<file path="config.mk">
export PLATFORM = sky130hd
export DESIGN_NAME = fetch_top
export DESIGN_NICKNAME = d
export VERILOG_FILES = /design/src/hdl/fetch_pkg.sv /design/src/hdl/fetch_top.sv /design/src/hdl/inst_rom.sv /design/src/hdl/ifu.sv /design/src/hdl/pc_gen.sv
export SDC_FILE = /design/constraint.sdc
export NUM_CORES = 1
export LEC_CHECK = 0
export BUFFER_PORTS_ARGS = -buffer_cell sky130_fd_sc_hd__buf_2
export CORE_ASPECT_RATIO = 2
export CORE_MARGIN = 4
export CORE_UTILIZATION = 45
export CTS_CLUSTER_SIZE = 25
export DETAILED_ROUTE_END_ITERATION = 16
export PLACE_DENSITY = 0.74
export SYNTH_ARGS = -nofsm -noshare
export SYNTH_HDL_FRONTEND = slang
export SYNTH_SLANG_ARGS = --single-unit
</file>
<file path="constraint.sdc">
create_clock -name clk -period 1.8 [get_ports clk]
set_input_delay 0.54 -clock clk [delete_from_list [all_inputs] [get_ports clk]]
set_output_delay 0.54 -clock clk [all_outputs]
set_load 0.02 [all_outputs]
</file>
<file path="src/inst_rom.hex">
// One 32-bit instruction word per line, word index 0 at the ROM base.
00000093
00100113
00200193
00300213
00400293
00500313
00600393
00700413
00800493
00900513
00a00593
00b00613
00c00693
00d00713
00e00793
00f00813
01000893
01100913
01200993
01300a13
01400a93
01500b13
01600b93
01700c13
01800c93
01900d13
01a00d93
01b00e13
01c00e93
01d00f13
01e00f93
01f00093
02000113
02100193
02200213
02300293
02400313
02500393
02600413
02700493
02800513
02900593
02a00613
02b00693
02c00713
02d00793
02e00813
02f00893
03000913
03100993
03200a13
03300a93
03400b13
03500b93
03600c13
03700c93
03800d13
03900d93
03a00e13
03b00e93
03c00f13
03d00f93
03e00093
03f00113

</file>
<file path="src/hdl/fetch_pkg.sv">
package fetch_pkg;

    // Address and data words on the fetch bus.
    typedef logic [31:0] addr_t;
    typedef logic [31:0] word_t;

    // Bus response codes.
    typedef logic [1:0] resp_t;

    localparam resp_t RESP_OKAY   = 2'd0;   // Good read.
    localparam resp_t RESP_DECERR = 2'd3;   // No slave at this address.

    // First fetch address after reset.
    localparam addr_t RESET_PC = 32'h8000_0000;

    // ROM geometry, mapped at the reset vector.
    localparam addr_t ROM_BASE  = RESET_PC;
    localparam int    ROM_WORDS = 64;
    localparam int    ROM_AW    = $clog2(ROM_WORDS);   // Word index width.

    // Image loaded at start-up.
    localparam string ROM_FILE = "/design/src/inst_rom.hex";

endpackage
</file>
<file path="src/hdl/fetch_top.sv">
`timescale 1ns/1ps

module fetch_top
    import fetch_pkg::*;
(
    input  logic  clk,
    input  logic  rst,

    // Decode side.
    input  logic  id_ready,
    input  logic  redirect,
    input  addr_t redirect_pc,

    output logic  inst_valid,
    output word_t inst,
    output addr_t inst_pc,
    output logic  inst_fault
);

    addr_t pc;
    logic  next_inst_flag;

    // Fetch bus.
    logic  rd_req;
    addr_t rd_addr;
    word_t rd_data;
    resp_t rd_resp;
    logic  rd_complete;

    pc_gen u_pc_gen (
        .clk            (clk),
        .rst            (rst),
        .inst_valid     (inst_valid),
        .id_ready       (id_ready),
        .redirect       (redirect),
        .redirect_pc    (redirect_pc),
        .pc             (pc),
        .next_inst_flag (next_inst_flag)
    );

    ifu u_ifu (
        .clk            (clk),
        .rst            (rst),
        .pc             (pc),
        .next_inst_flag (next_inst_flag),
        .rd_req         (rd_req),
        .rd_addr        (rd_addr),
        .rd_data        (rd_data),
        .rd_resp        (rd_resp),
        .rd_complete    (rd_complete),
        .inst_valid     (inst_valid),
        .inst           (inst),
        .inst_fault     (inst_fault)
    );

    inst_rom u_inst_rom (
        .clk         (clk),
        .rst         (rst),
        .rd_req      (rd_req),
        .rd_addr     (rd_addr),
        .rd_data     (rd_data),
        .rd_resp     (rd_resp),
        .rd_complete (rd_complete)
    );

    // PC only moves at acceptance, so it matches the presented word.
    assign inst_pc = pc;

endmodule

</file>
<file path="src/hdl/inst_rom.sv">
`timescale 1ns/1ps

module inst_rom
    import fetch_pkg::*;
(
    input  logic  clk,
    input  logic  rst,
    input  logic  rd_req,
    input  addr_t rd_addr,
    output word_t rd_data,
    output resp_t rd_resp,
    output logic  rd_complete
);

    word_t mem [ROM_WORDS];

    logic       busy;
    logic [1:0] wait_cnt;
    logic [3:0] lfsr;
    logic [3:0] lfsr_next;

    addr_t              addr_q;
    addr_t              offset;
    logic               in_range;
    logic [ROM_AW-1:0]  idx;

    initial begin
        $readmemh(ROM_FILE, mem);
    end

    // x^4 + x^3 + 1, period 15.
    assign lfsr_next = {lfsr[2:0], lfsr[3] ^ lfsr[2]};

    // Latency is wait_cnt + 1, so 1 to 4 cycles after the request.
    always_ff @(posedge clk) begin
        if (rst) begin
            busy     <= 1'b0;
            wait_cnt <= 2'd0;
            lfsr     <= 4'b1011;
        end else if (rd_req) begin
            busy     <= 1'b1;
            wait_cnt <= lfsr[1:0];
            lfsr     <= lfsr_next;
        end else if (busy) begin
            if (wait_cnt == 2'd0) begin
                busy <= 1'b0;
            end else begin
                wait_cnt <= wait_cnt - 2'd1;
            end
        end
    end

    always_ff @(posedge clk) begin
        if (rd_req) begin
            addr_q <= rd_addr;
        end
    end

    // Addresses below the base wrap to a large offset and miss as well.
    assign offset   = addr_q - ROM_BASE;
    assign in_range = (offset < addr_t'(ROM_WORDS * 4));
    assign idx      = offset[ROM_AW+1:2];

    assign rd_complete = busy && (wait_cnt == 2'd0);

    always_comb begin
        rd_data = '0;
        rd_resp = RESP_OKAY;
        if (rd_complete) begin
            if (in_range) begin
                rd_data = mem[idx];
            end else begin
                rd_resp = RESP_DECERR;
            end
        end
    end

    // Fetch unit waits for acceptance, which needs our completion first.
    a_single_read: assert property (
        @(posedge clk) disable iff (rst)
        rd_req |-> !busy
    ) else $error("inst_rom: request while a read is pending");

endmodule

</file>
<file path="src/hdl/ifu.sv">
`timescale 1ns/1ps

module ifu
    import fetch_pkg::*;
(
    input  logic  clk,
    input  logic  rst,
    input  addr_t pc,
    input  logic  next_inst_flag,

    // Read channel to the ROM.
    output logic  rd_req,
    output addr_t rd_addr,
    input  word_t rd_data,
    input  resp_t rd_resp,
    input  logic  rd_complete,

    // Toward decode.
    output logic  inst_valid,
    output word_t inst,
    output logic  inst_fault
);

    logic  req_q;

    word_t rsp_word;
    logic  rsp_fault;

    logic  buf_valid;
    word_t buf_word;
    logic  buf_fault;

    // Set out of reset so the first fetch goes out without a strobe.
    always_ff @(posedge clk) begin
        if (rst) begin
            req_q <= 1'b1;
        end else begin
            req_q <= next_inst_flag;
        end
    end

    assign rd_req  = req_q;
    assign rd_addr = pc;   // Held by pc_gen until acceptance.

    // Any error response squashes the word.
    assign rsp_fault = (rd_resp != RESP_OKAY);
    assign rsp_word  = rsp_fault ? '0 : rd_data;

    // Holding buffer, filled when decode is not ready in the completion cycle.
    always_ff @(posedge clk) begin
        if (rst) begin
            buf_valid <= 1'b0;
        end else if (rd_complete && !next_inst_flag) begin
            buf_valid <= 1'b1;
        end else if (next_inst_flag) begin
            buf_valid <= 1'b0;
        end
    end

    always_ff @(posedge clk) begin
        if (rd_complete && !next_inst_flag) begin
            buf_word  <= rsp_word;
            buf_fault <= rsp_fault;
        end
    end

    assign inst_valid = rd_complete | buf_valid;   // Same cycle as completion.

    assign inst = !inst_valid ? '0
                : buf_valid   ? buf_word
                :               rsp_word;

    assign inst_fault = inst_valid & (buf_valid ? buf_fault : rsp_fault);

    // Only one read in flight, so a full buffer means the slave is idle.
    a_no_cpl_when_full: assert property (
        @(posedge clk) disable iff (rst)
        buf_valid |-> !rd_complete
    ) else $error("ifu: completion while buffer holds an instruction");

endmodule

</file>
<file path="src/hdl/pc_gen.sv">
`timescale 1ns/1ps

module pc_gen
    import fetch_pkg::*;
(
    input  logic  clk,
    input  logic  rst,
    input  logic  inst_valid,
    input  logic  id_ready,
    input  logic  redirect,
    input  addr_t redirect_pc,
    output addr_t pc,
    output logic  next_inst_flag
);

    addr_t pc_seq;
    addr_t pc_next;

    // Decode stage takes the instruction.
    assign next_inst_flag = inst_valid & id_ready;

    assign pc_seq = pc + 32'd4;

    // Redirect target replaces the sequential PC, sampled at acceptance only.
    always_comb begin
        pc_next = pc;
        if (next_inst_flag) begin
            if (redirect) begin
                pc_next = redirect_pc;
            end else begin
                pc_next = pc_seq;
            end
        end
    end

    always_ff @(posedge clk) begin
        if (rst) begin
            pc <= RESET_PC;
        end else begin
            pc <= pc_next;
        end
    end

    // Targets come from outside, so alignment is checked here.
    a_pc_aligned: assert property (
        @(posedge clk) disable iff (rst)
        pc[1:0] == 2'b00
    ) else $error("pc_gen: misaligned pc %h", pc);

endmodule

</file>
## After elaboration in Yosys (flattened, before gate mapping)

Index checks and enable logic that the tools add are counted.

- Bits of input ports: 36
- Bits in registers: 106

- Bitwise gates (word level): 4
- Reductions and logical operators: 8
- $add $sub $neg: 3
- Eq/ne operators: 1
- Muxes and demuxes: 17
- Magnitude comparators: 1

Operators by type and width:

| operator | count |
|---|---|
| $mux 32 | 6 |
| $add 32x3->32 const B | 1 |
| $lt 32x9->1 const B | 1 |
| $sub 32x32->32 const B | 1 |
| $mux 2 | 5 |
| $mux 1 | 6 |
| $reduce_bool 2->1 | 3 |
| $and 1x1->1 | 2 |
| $logic_and 1x1->1 | 2 |
| $logic_not 2->1 | 1 |
| $ne 2x2->1 const B | 1 |
| $reduce_and 2->1 | 1 |
| $sub 2x1->2 const B | 1 |
| $logic_not 1->1 | 1 |
| $or 1x1->1 | 1 |
| $xor 1x1->1 | 1 |

## Depth between registers and ports, before layout

- Word-level depth: 8
- Depth in mapped cells: 9
- Mapped depth without buffers: 7

## Cells and area by module

From an unflattened synthesis, not the netlist that was laid out.

- Cells, all modules: 576
- Area, all modules: 5614.1 um^2

By module, submodules not included:

| module | instances | area each (um^2) | sequential area each (um^2) | cells each |
|---|---|---|---|---|
| pc_gen | 1 | 2144.6 | 640.6 | 292 |
| ifu | 1 | 2135.8 | 1031.0 | 186 |
| inst_rom | 1 | 1333.8 | 860.8 | 98 |

## Least setup slack after synthesis

Ideal clock, no wire load.

- Path type: reg2reg
- Start point: reg u_pc_gen.pc[2]
- End point: reg u_pc_gen.pc[30]
- Setup slack: -0.162 ns
- Clock period less this slack: 1.962 ns
- Arrival: 1.848 ns
- Cell stages (with the launch flop): 7
- Path buffers: 0
- Cells stage by stage: dfxtp_1 > ha_1 > and3_1 > nand2_2 > nor3_2 > mux2_1 > a21o_1

- Cells in the longest elaborated chain, start to end: 2

Ends and longest elaborated chain:

| item | RTL line | text |
|---|---|---|
| from (decl) | pc_gen.sv:12 | `output addr_t pc,` |
| from (signal assigned) | pc_gen.sv:40 | `pc <= pc_next;` |
| $add 32x3->32 | pc_gen.sv:22 | `assign pc_seq = pc + 32'd4;` |
| $mux 32 | pc_gen.sv:28 | `if (redirect) begin` |

Every way passes these cells.
A chain may end at the register's enable or synchronous reset.

## Worst setup path in the final report

- Start point: reg u_inst_rom.addr_q[8]
- End point: out inst_fault

- Cells in the longest elaborated chain, start to end: 7

Ends and longest elaborated chain:

| item | RTL line | text |
|---|---|---|
| from (decl) | inst_rom.sv:22 | `addr_t addr_q;` |
| from (signal assigned) | inst_rom.sv:55 | `addr_q <= rd_addr;` |
| $sub 32x32->32 | inst_rom.sv:60 | `assign offset = addr_q - ROM_BASE;` |
| $lt 32x9->1 | inst_rom.sv:61 | `assign in_range = (offset < addr_t'(ROM_WORDS * 4));` |
| $mux 2 | inst_rom.sv:70 | `if (in_range) begin` |
| $mux 2 | inst_rom.sv:69 | `if (rd_complete) begin` |
| $reduce_bool 2->1 | ifu.sv:46 | `assign rsp_fault = (rd_resp != RESP_OKAY);` |
| $mux 1 | ifu.sv:73 | `assign inst_fault = inst_valid & (buf_valid ? buf_fault : rsp_fault);` |
| $and 1x1->1 | ifu.sv:73 |  |
| to (decl) | fetch_top.sv:17 | `output logic inst_fault` |

Every way passes these cells.

==> run summary <==
The design draws 0.00372 W. In the post-synthesis netlist, the biggest area contributors are sky130_fd_sc_hd__dfxtp_1 (24%), sky130_fd_sc_hd__edfxtp_1 (22%), sky130_fd_sc_hd__buf_4 (6.9%). The share of async-settable or async-resettable flops after synthesis works out to 0. Routability-driven placement finished with a final weighted congestion of 0.894. For the row count, the log shows 45. In this run the number of H-tree levels came out at 3. The worst setup slack after layout is -0.271 ns, and the number of top-level design ports is 102.

The leading cell type by number of instances after synthesis was sky130_fd_sc_hd__nand2_1. The setup path with the least slack is of type flip-flop to output pin. The sequential fraction of the synthesis area is 0.453.

Max-slew headroom at the worst pin: 0.639. Setup repair after global routing could not meet its margin everywhere. TritonCTS built the clock tree. The required time of the critical path is 1.26 ns.

The type of element capturing the critical path is an output pin. The tools report the initial antenna violation count as 0. For the number of nets with antenna violations after detailed routing, the log shows 0.

Entering global routing, the biggest net connects 52 pins. The run gives 381 as the number of instances in the synthesized netlist. With fillers left out, the area of the finished cells amounts to 4470 um2. Setup total negative slack on the finished layout was measured at -0.283 ns. The initial core utilization was 0.460. Across all hold checks on the routed design, the worst slack comes to 0.440 ns.

Largest area contributor in the netlist: sky130_fd_sc_hd__dfxtp_1. After synthesis, the most frequently instantiated cells are sky130_fd_sc_hd__nand2_1 (48), sky130_fd_sc_hd__dfxtp_1 (41), sky130_fd_sc_hd__buf_4 (32), sky130_fd_sc_hd__nor2_1 (28), sky130_fd_sc_hd__edfxtp_1 (25). The final max-slew violation count came out at 0. The worst hold path cell count was 2; the leakage power of the design was 1.91 nW. The clock-pin slew reported for the worst setup and hold paths after clock tree synthesis is 0.05 ns. Dividing the detail-routed wire length by the instance count gives 15.8 um.

The hold violation total from the final report came out at 0. Final critical delay including setup and external delays: 2.07 ns. For this design, the CTS-stage hold fixing added 0 buffers. For the CTS buffer count, the log shows 9. The endpoint identified for the worst register-to-register timing path is u_pc_gen.pc[29]. The checks that failed: negative setup slack. The die is 132 um tall.

The width of the die is 70.1 um, and the total of warnings raised by yosys is 0. After synthesis the netlist holds a flip-flop and latch count of 66. The number of clock sinks came out at 66. The multi-input combinational cells in the finished layout cover a total of 1750 um2. Across all layers, the routed design uses 3230 vias.

Across all register-to-register paths, the minimum setup slack is 0.02 ns. In this run the deepest clock path goes through 2 buffers. After the last flow step, the layout net total stands at 522. Setup violations remaining at the end of the flow were counted as 2.

In this run the worst path has a maximum fanout of 2. The tools report the number of diodes added for antenna fixing as 0. The run gives 0.202 as the overall track demand over capacity in global routing. The placed instances occupy a cell area of 4080 um2. The arrival time of data at the critical path endpoint is 1.53 ns, and the area of the mapped netlist is 3470 um2. The number of filler cells placed in the layout came out at 684.

The tools report the number of max-capacitance violations reported as 0. The area growth from synthesis to final layout was 28.8%; the sequential cell area was 1580 um2. The fraction of layout instances using a drive strength above 1 was 0.315; the via count of the first global-routing pass was 3158.

The wire length of the first global-routing pass was 14.9 mm. The post-route clock period utilization is 1.15, and the transition at the pin with the smallest max-transition slack is 0.541 ns. For this run, the top clock speed supported by timing is 483 MHz.

The proportion of netlist area held by the largest area contributor was 0.237. The maximum vdd drop is 0.654 mV, and the number of cells on the worst reg-to-reg path is 8. The worst hold path begins at id_ready. For the final database, setup skew stands at 0.00500 ns. The later pin in the worst-skew pair is clocked with a latency of 0.33 ns.

The detailed router finished its first iteration with 219 violations. Global routing finished with a remaining overflow of 0. The path with the worst hold slack has its endpoint at u_ifu.buf_valid. The class of the tightest hold or removal check is input pin to flip-flop. The run gives 0.592 as the share of the core filled with cells in the final layout.

The via density per instance works out to 5.54. The root buffer cell chosen for the clock tree is sky130_fd_sc_hd__clkbuf_16. For the placeable core region, the log shows 7540 um2. The detailed-router iteration count before antenna repair was 6. The flow ran to the end, but the final reports show violations. The tools report the total die area as 9260 um2.

Among all flip-flop cells after synthesis, the most frequent one is sky130_fd_sc_hd__dfxtp_1. STA classifies the critical path startpoint as a flip-flop. The count of input and output buffers was 69; the count of flip-flops with a built-in enable after synthesis was 25.

After synthesis, the netlist uses 57 different library cells. The mean area per synthesized cell is 9.10 um2, and the cell area power density is 834 nW/um2. For this block, the routed nets add up to 9.21 mm of wire. In this run the critical register-to-register path is launched from u_inst_rom.wait_cnt[0]. In the routed design, unresolved DRC markers number 0. Detailed placement ended at an HPWL of 6.72 mm.
## state kept, by name, summed over array words and instances (netlist names)
register / count
u_pc_gen.pc: 32
u_inst_rom.addr_q: 24
u_inst_rom.lfsr: 4
u_inst_rom.wait_cnt: 2
u_ifu.buf_fault: 1
u_ifu.buf_valid: 1
u_ifu.rd_req: 1
u_inst_rom.busy: 1
## critical path: stages (launching register included)
cell and delay (ns):
sky130_fd_sc_hd__edfxtp_1 0.41, sky130_fd_sc_hd__nor4_4 0.29, sky130_fd_sc_hd__nand4_1 0.15, sky130_fd_sc_hd__nor2_2 0.12, sky130_fd_sc_hd__o31ai_1 0.07, sky130_fd_sc_hd__buf_2 0.16
## power breakdown
part           switching [W]  internal (W)  leakage [nW]  total (W)
logic               0.000308      0.000187          1.19   0.000495
registers          0.0000584       0.00164         0.592    0.00170
clock network       0.000616      0.000917         0.127    0.00153
## final cells by class
cell class / instances / area share
multi-input combinational: 286 / 0.392
tap: 94 / 0.0263
inverter: 9 / 0.00756
sequential: 66 / 0.353
clock inverter: 6 / 0.00756
timing repair buffer: 112 / 0.162
clock buffer: 10 / 0.0512
## through the flow
step | instances | worst slack, ns
4_1_cts | 581 | -0.329
3_5_place_dp | 565 | -0.0283
3_3_place_gp | 565 | -0.0185
6_report | 583 | -0.271
5_1_grt | 583 | -0.408
2_1_floorplan | 412 | 0.00757
## metal layers
layer	routed length (um)	vias up	part of all wire	track usage
met1	3350	1511	0.36	0.214
met4	306	0	0.033	0.0959
met3	736	29	0.080	0.0542
met5	0	-	0	0
met2	4820	154	0.52	0.363
li1	-	1536	-	-
## worst max-delay path by stage
stage | start | endpoint | slack, ns | cells past startpoint
2_1_floorplan | u_pc_gen.pc[9] | u_pc_gen.pc[30] | 0.008 | 5
3_3_place_gp | u_inst_rom.addr_q[13] | inst_fault | -0.02 | 5
3_5_place_dp | u_inst_rom.addr_q[13] | inst_fault | -0.03 | 5
4_1_cts | u_inst_rom.addr_q[8] | inst_fault | -0.33 | 5
5_1_grt | u_inst_rom.addr_q[8] | inst_fault | -0.41 | 5
6_report | u_inst_rom.addr_q[8] | inst_fault | -0.27 | 5
## placed cells by master, fill, tap and decap left out, types with 3 or more instances in the layout
cell                        netlist  routed
sky130_fd_sc_hd__buf_2            3      68
sky130_fd_sc_hd__o41ai_1          5       5
sky130_fd_sc_hd__a21o_1           3       3
sky130_fd_sc_hd__o21ai_0         22      22
sky130_fd_sc_hd__a31oi_1          5       5
sky130_fd_sc_hd__xnor2_1          6       6
sky130_fd_sc_hd__nor4_1           9       6
sky130_fd_sc_hd__a22o_1          11      11
sky130_fd_sc_hd__dfxtp_1         41      38
sky130_fd_sc_hd__o31ai_1          8       8
sky130_fd_sc_hd__buf_12           0       4
sky130_fd_sc_hd__o22ai_1          3       3
sky130_fd_sc_hd__clkbuf_16        0       9
sky130_fd_sc_hd__nand3_1         13      13
sky130_fd_sc_hd__nand2_1         48      45
sky130_fd_sc_hd__conb_1           1      32
sky130_fd_sc_hd__and3_1          10       8
sky130_fd_sc_hd__nand4_1          3       3
sky130_fd_sc_hd__and2_1           5       4
sky130_fd_sc_hd__clkinv_1         1       3
sky130_fd_sc_hd__a21oi_1         20      20
sky130_fd_sc_hd__nand2_4          0       3
sky130_fd_sc_hd__nor4_4           2       3
sky130_fd_sc_hd__edfxtp_1        25      25
sky130_fd_sc_hd__nor3_1          12      11
sky130_fd_sc_hd__buf_4           32      39
sky130_fd_sc_hd__inv_1            8       8
sky130_fd_sc_hd__mux2i_1          4       4
sky130_fd_sc_hd__nor2b_1          3       3
sky130_fd_sc_hd__nor2_1          28      27
sky130_fd_sc_hd__nor4_2           3       5
## cell families after synthesis
family	Yosys count	synth area share
AND/OR/NAND/NOR	151	0.234
AO/OA/AOI/OAI	89	0.168
flip-flops	66	0.453
buffers and inverters	60	0.103
XOR/XNOR	6	0.0152
multiplexers	6	0.0180
adder cells (fa/ha/maj)	2	0.00721
other	1	0.00108
## timing repair
action	CTS	global route
gates resized for setup	9	15
endpoints found under the hold margin	0	0
pin swaps	5	0
buffers inserted	0	2
setup endpoints to repair	6	18
(Power assumes the default switching activity.)
